**src/lbp_pkg.sv**
```systemverilog
package lbp_pkg;

    // Image geometry
    localparam int IMG_W = 8;
    localparam int IMG_H = 8;

    localparam int PIX_W  = 8;
    localparam int ADDR_W = 7;

    // Word address of each region
    localparam int IN_BASE  = 0;
    localparam int OUT_BASE = 64;

    // Interior pixels only, border gets no code
    localparam int N_CODES = (IMG_W - 2) * (IMG_H - 2);

    typedef logic [PIX_W-1:0]  pix_t;
    typedef logic [ADDR_W-1:0] addr_t;

    // Index 0 is top-left, 4 the centre, 8 bottom-right
    typedef pix_t [8:0] window_t;

endpackage

```
**src/lbp_encode.sv**
```systemverilog
module lbp_encode
    import lbp_pkg::*;
(
    input  logic    aclk,
    input  logic    rst,
    input  logic    win_valid,
    input  window_t win,
    input  addr_t   win_addr,
    output logic    win_ready,
    output logic    code_valid,
    output pix_t    code,
    output addr_t   code_addr,
    input  logic    code_ready
);

    pix_t nxt_code;

    assign win_ready = !code_valid || code_ready;

    // Window index skips the centre at 4
    always_comb begin
        for (int k = 0; k < 8; k++) begin
            if (k < 4) begin
                nxt_code[k] = (win[k] >= win[4]);
            end else begin
                nxt_code[k] = (win[k+1] >= win[4]);
            end
        end
    end

    always_ff @(posedge aclk or posedge rst) begin
        if (rst) begin
            code_valid <= 1'b0;
        end else if (win_ready) begin
            code_valid <= win_valid;
        end
    end

    always_ff @(posedge aclk) begin
        if (win_valid && win_ready) begin
            code      <= nxt_code;
            code_addr <= win_addr;
        end
    end

endmodule

```
**src/lbp_top.sv**
```systemverilog
module lbp_top
    import lbp_pkg::*;
(
    input  logic  aclk,
    input  logic  rst,
    input  logic  start,
    output logic  done,
    output logic  mem_valid,
    output logic  mem_write,
    output addr_t mem_addr,
    output pix_t  mem_wdata,
    input  logic  mem_ready,
    input  logic  mem_rvalid,
    input  pix_t  mem_rdata
);

    logic    fetch_busy;
    logic    rd_valid;
    addr_t   rd_addr;
    logic    rd_ready;
    logic    win_valid;
    window_t win;
    addr_t   win_addr;
    logic    win_ready;
    logic    code_valid;
    pix_t    code;
    addr_t   code_addr;
    logic    code_ready;
    logic    wr_valid;
    addr_t   wr_addr;
    pix_t    wr_data;
    logic    wr_ready;

    window_fetch u_fetch (
        .aclk       (aclk),
        .rst        (rst),
        .start      (start),
        .busy       (fetch_busy),
        .rd_valid   (rd_valid),
        .rd_addr    (rd_addr),
        .rd_ready   (rd_ready),
        .mem_rvalid (mem_rvalid),
        .mem_rdata  (mem_rdata),
        .win_valid  (win_valid),
        .win        (win),
        .win_addr   (win_addr),
        .win_ready  (win_ready)
    );

    lbp_encode u_encode (
        .aclk       (aclk),
        .rst        (rst),
        .win_valid  (win_valid),
        .win        (win),
        .win_addr   (win_addr),
        .win_ready  (win_ready),
        .code_valid (code_valid),
        .code       (code),
        .code_addr  (code_addr),
        .code_ready (code_ready)
    );

    // Writer alone decides when the run is done
    result_writer u_writer (
        .aclk       (aclk),
        .rst        (rst),
        .fetch_busy (fetch_busy),
        .code_valid (code_valid),
        .code       (code),
        .code_addr  (code_addr),
        .code_ready (code_ready),
        .wr_valid   (wr_valid),
        .wr_addr    (wr_addr),
        .wr_data    (wr_data),
        .wr_ready   (wr_ready),
        .done       (done)
    );

    mem_arbiter u_arbiter (
        .aclk      (aclk),
        .rst       (rst),
        .rd_valid  (rd_valid),
        .rd_addr   (rd_addr),
        .rd_ready  (rd_ready),
        .wr_valid  (wr_valid),
        .wr_addr   (wr_addr),
        .wr_data   (wr_data),
        .wr_ready  (wr_ready),
        .mem_valid (mem_valid),
        .mem_write (mem_write),
        .mem_addr  (mem_addr),
        .mem_wdata (mem_wdata),
        .mem_ready (mem_ready)
    );

endmodule

```
**src/mem_arbiter.sv**
```systemverilog
module mem_arbiter
    import lbp_pkg::*;
(
    input  logic  aclk,
    input  logic  rst,
    input  logic  rd_valid,
    input  addr_t rd_addr,
    output logic  rd_ready,
    input  logic  wr_valid,
    input  addr_t wr_addr,
    input  pix_t  wr_data,
    output logic  wr_ready,
    output logic  mem_valid,
    output logic  mem_write,
    output addr_t mem_addr,
    output pix_t  mem_wdata,
    input  logic  mem_ready
);

    logic last_wr;
    logic lock;
    logic gnt_wr;

    // Stalled command keeps its grant, otherwise round robin on contention
    always_comb begin
        if (lock) begin
            gnt_wr = last_wr;
        end else if (rd_valid && wr_valid) begin
            gnt_wr = !last_wr;
        end else begin
            gnt_wr = wr_valid;
        end
    end

    assign mem_valid = gnt_wr ? wr_valid : rd_valid;
    assign mem_write = gnt_wr;
    assign mem_addr  = gnt_wr ? wr_addr : rd_addr;
    assign mem_wdata = wr_data;

    assign rd_ready = !gnt_wr && mem_ready;
    assign wr_ready = gnt_wr && mem_ready;

    always_ff @(posedge aclk or posedge rst) begin
        if (rst) begin
            last_wr <= 1'b0;
            lock    <= 1'b0;
        end else if (mem_valid) begin
            last_wr <= gnt_wr;
            lock    <= !mem_ready;
        end
    end

endmodule

```
**src/result_writer.sv**
```systemverilog
module result_writer
    import lbp_pkg::*;
(
    input  logic  aclk,
    input  logic  rst,
    input  logic  fetch_busy,
    input  logic  code_valid,
    input  pix_t  code,
    input  addr_t code_addr,
    output logic  code_ready,
    output logic  wr_valid,
    output addr_t wr_addr,
    output pix_t  wr_data,
    input  logic  wr_ready,
    output logic  done
);

    logic [$clog2(N_CODES+1)-1:0] wr_cnt;
    logic                         busy_q;
    logic                         wr_fire;

    assign code_ready = !wr_valid;
    assign wr_fire    = wr_valid && wr_ready;

    always_ff @(posedge aclk or posedge rst) begin
        if (rst) begin
            wr_valid <= 1'b0;
            wr_cnt   <= '0;
            busy_q   <= 1'b0;
            done     <= 1'b0;
        end else begin
            busy_q <= fetch_busy;
            done   <= 1'b0;
            if (code_valid && code_ready) begin
                wr_valid <= 1'b1;
            end else if (wr_ready) begin
                wr_valid <= 1'b0;
            end
            // Fresh run restarts the count
            if (fetch_busy && !busy_q) begin
                wr_cnt <= '0;
            end else if (wr_fire) begin
                if (wr_cnt == N_CODES - 1) begin
                    wr_cnt <= '0;
                    done   <= 1'b1;
                end else begin
                    wr_cnt <= wr_cnt + 1'b1;
                end
            end
        end
    end

    always_ff @(posedge aclk) begin
        if (code_valid && code_ready) begin
            wr_addr <= code_addr;
            wr_data <= code;
        end
    end

endmodule

```
**src/window_fetch.sv**
```systemverilog
module window_fetch
    import lbp_pkg::*;
(
    input  logic    aclk,
    input  logic    rst,
    input  logic    start,
    output logic    busy,
    output logic    rd_valid,
    output addr_t   rd_addr,
    input  logic    rd_ready,
    input  logic    mem_rvalid,
    input  pix_t    mem_rdata,
    output logic    win_valid,
    output window_t win,
    output addr_t   win_addr,
    input  logic    win_ready
);

    // Centre of the window being assembled
    logic [$clog2(IMG_W)-1:0] col;
    logic [$clog2(IMG_H)-1:0] row;

    logic [3:0] rd_cnt;
    logic [3:0] pix_pos;
    logic       pend;
    logic       last_read;
    logic       pix_in;
    window_t    acc_win;
    window_t    acc_next;

    // Reads go column by column, top to bottom within a column
    always_comb begin
        int cc;
        int rr;
        cc = int'(rd_cnt) / 3;
        rr = int'(rd_cnt) % 3;
        pix_pos = 4'(rr * 3 + cc);
        rd_addr = addr_t'(IN_BASE + (int'(row) + rr - 1) * IMG_W + int'(col) + cc - 1);
    end

    assign last_read = (rd_cnt == 4'd8);
    assign pix_in    = pend && mem_rvalid;

    // Final read of a window holds off until the output register is free
    assign rd_valid = busy && !pend && !(last_read && win_valid);

    always_comb begin
        acc_next = acc_win;
        if (pix_in) begin
            acc_next[pix_pos] = mem_rdata;
        end
    end

    always_ff @(posedge aclk or posedge rst) begin
        if (rst) begin
            busy      <= 1'b0;
            col       <= '0;
            row       <= '0;
            rd_cnt    <= '0;
            pend      <= 1'b0;
            win_valid <= 1'b0;
        end else begin
            if (win_valid && win_ready) begin
                win_valid <= 1'b0;
            end
            if (!busy) begin
                if (start) begin
                    busy   <= 1'b1;
                    col    <= 1;
                    row    <= 1;
                    rd_cnt <= '0;
                end
            end else if (rd_valid && rd_ready) begin
                pend <= 1'b1;
            end else if (pix_in) begin
                pend <= 1'b0;
                if (last_read) begin
                    win_valid <= 1'b1;
                    if (col == IMG_W - 2) begin
                        // New row needs a full window of reads
                        col    <= 1;
                        rd_cnt <= '0;
                        if (row == IMG_H - 2) begin
                            busy <= 1'b0;
                        end else begin
                            row <= row + 1'b1;
                        end
                    end else begin
                        // Only the right column is fetched
                        col    <= col + 1'b1;
                        rd_cnt <= 4'd6;
                    end
                end else begin
                    rd_cnt <= rd_cnt + 1'b1;
                end
            end
        end
    end

    always_ff @(posedge aclk) begin
        if (pix_in) begin
            if (last_read) begin
                win      <= acc_next;
                win_addr <= addr_t'(OUT_BASE + int'(row) * IMG_W + int'(col));
                // Shift left, right column refills with the next reads
                for (int r = 0; r < 3; r++) begin
                    acc_win[r*3]   <= acc_next[r*3+1];
                    acc_win[r*3+1] <= acc_next[r*3+2];
                end
            end else begin
                acc_win <= acc_next;
            end
        end
    end

endmodule
```
**config.mk**
```make
export PLATFORM = sky130hd
export DESIGN_NAME = lbp_top
export DESIGN_NICKNAME = d
export VERILOG_FILES = /design/src/lbp_pkg.sv /design/src/lbp_encode.sv /design/src/lbp_top.sv /design/src/mem_arbiter.sv /design/src/result_writer.sv /design/src/window_fetch.sv
export SDC_FILE = /design/constraint.sdc
export NUM_CORES = 1
export LEC_CHECK = 0
export BUFFER_PORTS_ARGS = -buffer_cell sky130_fd_sc_hd__buf_2
export CORE_AREA = 4 4 176 220
export CTS_CLUSTER_DIAMETER = 80
export DETAILED_ROUTE_END_ITERATION = 7
export DIE_AREA = 0 0 180 224
export MAX_ROUTING_LAYER = met4
export PLACE_DENSITY_LB_ADDON = 0.2
export SLEW_MARGIN = 10
export SYNTH_ARGS = -nofsm -noshare
export SYNTH_HDL_FRONTEND = slang
export SYNTH_SLANG_ARGS = --single-unit
```
**constraint.sdc**
```tcl
create_clock -name aclk -period 10.93 [get_ports aclk]
set_input_delay 0.5465 -clock aclk [delete_from_list [all_inputs] [get_ports aclk]]
set_output_delay 0.5465 -clock aclk [all_outputs]
set_load 0.01 [all_outputs]
```
==> impl_metrics.toml <==
[placement]
port_buffers = 30
place_congestion = 0.755
dp.final_hpwl_um = 17400
place_area_sq_um = 11600

[cells_and_area]
register_area_sq_um = 5970
multi_input_area_sq_um = 4310
diodes = 0
layout-drive-gt1-share_pct = 13.1
fillers = 3591
fin_area_sq_um = 12300
nets = 1062
final_common_cell = "edfxtp_1"
syn2layout_area_growth_pct = 13.2
final_cell_mix = "178 x edfxtp_1, 114 x inv_1, 99 x nand2_1"

[floorplan]
start_util_pct = 29.8
std_cell_rows = 78
pin_count = 31
die-area_sq_um = 40300
core_sq_um = 36400
die_width_um = 180
die_h_um = 224

[clocking]
path_clk_slew_ps = 60
cts_resized = 0
post-cts-setup-buffers = 0
cts_tree = "yes"
htree_levels = 1
cts_hold_buf = 0
cts.sinks = 203
numCtsBuffers = 22
clock_latency_ps = 530
cts_root_buffer = "clkbuf_16"
cts.path.max_buffers = 3

[logic_synthesis]
post_synth.cell_area_avg_sq_um = 11.8
ys.flop_type = "edfxtp_1"
synthCells = 919
yosys_warnings = 0
synth-edff-count = 178
syn-cell-area_sq_um = 10900
synth-seq-area-share_pct = 55.0
syn_nets = 1029
synthArstFlopShare_pct = 12.3
ys_ff_latch = 203
ys_types = 64

[sta]
rsz0062_at_grt = "false"
final_max_slew_viol_count = 0
finalSetupViolCount = 0
setup-tns-final_ps = 0
worst_slew_pin_slew_ps = 1130
finalCritPeriodShare_pct = 65.0
skew_ps = 24.5
max-slew-margin-rel_pct = 24.9
clock.fmax_mhz = 141
fin_crit_ps = 7110
hold_viol_final = 0

[power_and_ir_drop]
powerDensity_nw_per_um2 = 304
total_power_mw = 3.73
p_clk_share_pct = 20.4
seqPwrFrac_pct = 31.8
switching_share_pct = 39.0
p_comb_share_pct = 47.8
power_leakage_nw = 5.33
p_int_mw = 2.27
p_switching_mw = 1.45
ir_drop_mv = 0.151

[routing]
drt-initial-drc-count = 603
drtPass1Iterations = 7
drt_wl_total_um = 25400
num_vias = 6918
drt-wirelength-per-cell_um = 17.5
via_per_inst = 4.78
ant_nets = 0
route.detailed.drc = 0

[global_routing]
grtUsageTotal_pct = 12.7
grt_max_degree = 80
grt_pass1_wl_um = 39400
grt_pass1_vias = 6774
overflow = 0
antenna_found_initial = 0

[job]
drv_cap = 0

[critical_path]
worstSetupPathType = "flip-flop to flip-flop"
arrival_ps = 7430
crit_fanout = 18
cp.required_ps = 11250
crit_path_start_kind = "flip-flop"
worst_setup_path_end_kind = "flip-flop"

[run_status]
status = "completed"

[worst_hold_path]
hp-class = "input port to async pin"
[power by group through the flow]
stage,combinational (mW),sequential [mW],clock (mW)
after global routing,1.99,1.20,0.817
after CTS,1.81,1.19,0.783
after floorplan,1.39,1.18,0
after detailed placement,1.80,1.20,0
final,1.78,1.19,0.759
after global placement,1.78,1.20,0
[critical path: stages (launching register included)]
cell,delay [ps]
dfrtp_1,450
nor2b_2,290
inv_1,160
ha_1,300
a211o_4,320
inv_2,90
xnor2_1,90
ha_1,320
or3_1,470
mux2_2,330
ha_1,300
fa_1,510
inv_1,60
fa_1,430
xnor2_1,250
xor2_1,160
and3_1,210
o41a_1,520
o21bai_1,890
nor2_1,360
a222oi_1,410
[cells in the mapped netlist, types with 3 or more instances]
cell type	number	area share, %
a21oi_2	4	0.32
nand3_1	17	0.78
nand2_1	99	3.4
a31oi_1	6	0.35
edfxtp_1	178	49
o21ai_1	6	0.28
a21oi_1	17	0.78
mux2i_1	18	1.7
xnor2_1	12	0.97
ha_1	93	11
a222oi_1	32	3.0
clkbuf_1	26	0.90
fa_1	4	0.74
and3_1	6	0.35
nor2_1	37	1.3
inv_1	115	4.0
xor2_1	3	0.24
o221a_2	16	1.7
dfrtp_1	25	5.8
nand4_1	4	0.23
nor3_1	7	0.32
mux2_2	13	1.3
nand2b_1	12	0.69
a21o_1	58	4.0
o21ai_0	59	2.7
nor2b_1	8	0.46
[cells by family after synthesis]
family,Yosys count,share of synthesized area [%]
xor+xnor,15,1.21
simple gates,207,8.97
flops,203,55.0
fa+ha+maj,97,11.5
compound gates,217,15.0
buf+inv,149,5.36
mux,31,3.01
[metrics by stage]
step	hold slack, ps	instances	util [%]	setup slack (ps)
6_report	259	1448	33.7	3820
3_3_place_gp	402	1408	31.8	4020
2_1_floorplan	400	919	-	4680
3_5_place_dp	405	1408	31.8	3860
5_1_grt	255	1448	33.7	3150
4_1_cts	245	1448	33.7	3830
[path summary, 6_finish.rpt]
kind	startpoint	endpoint	slack, ps	cells after the start
setup / recovery	u_fetch.rd_cnt[3]	u_fetch.acc_win[7]	3820	20
hold / removal	rst	u_writer.wr_cnt[5]	260	2
setup reg to reg	u_fetch.rd_cnt[3]	u_fetch.acc_win[7]	3820	20
hold reg to reg	u_encode.code[4]	u_writer.wr_data[4]	410	0
max in group asynchronous	rst	u_fetch.row[2]	10040	2
min in group aclk	mem_ready	u_arbiter.lock	260	2
[registers in the layout (all words and copies together), names as in the netlist, 6 cells and up]
name and flops:
u_fetch.acc_win 72, u_fetch.win 72, u_encode.code 8, u_writer.wr_data 8, u_encode.code_addr 6, u_fetch.win_addr 6
u_writer.wr_addr 6, u_writer.wr_cnt 6
[routing by layer]
| metal | track usage [%] | routed length (um) | share of wire [%] |
|---|---|---|---|
| met1 | 15.8 | 11100 | 44 |
| met4 | 3.17 | 410 | 1.6 |
| met2 | 21.8 | 12800 | 50 |
| met3 | 1.64 | 1100 | 4.3 |
| met5 | - | 0 | 0 |
[area by class of cell]
class | instances | share of cell area, %
repair buffers | 42 | 1.96
well taps | 480 | 4.89
multi-input cells | 567 | 35.1
clock inverters | 16 | 1.35
flip-flops and latches | 203 | 48.6
clock buffers | 24 | 4.54
inverters | 116 | 3.54
Note: power is estimated with default switching activity, not from simulation.
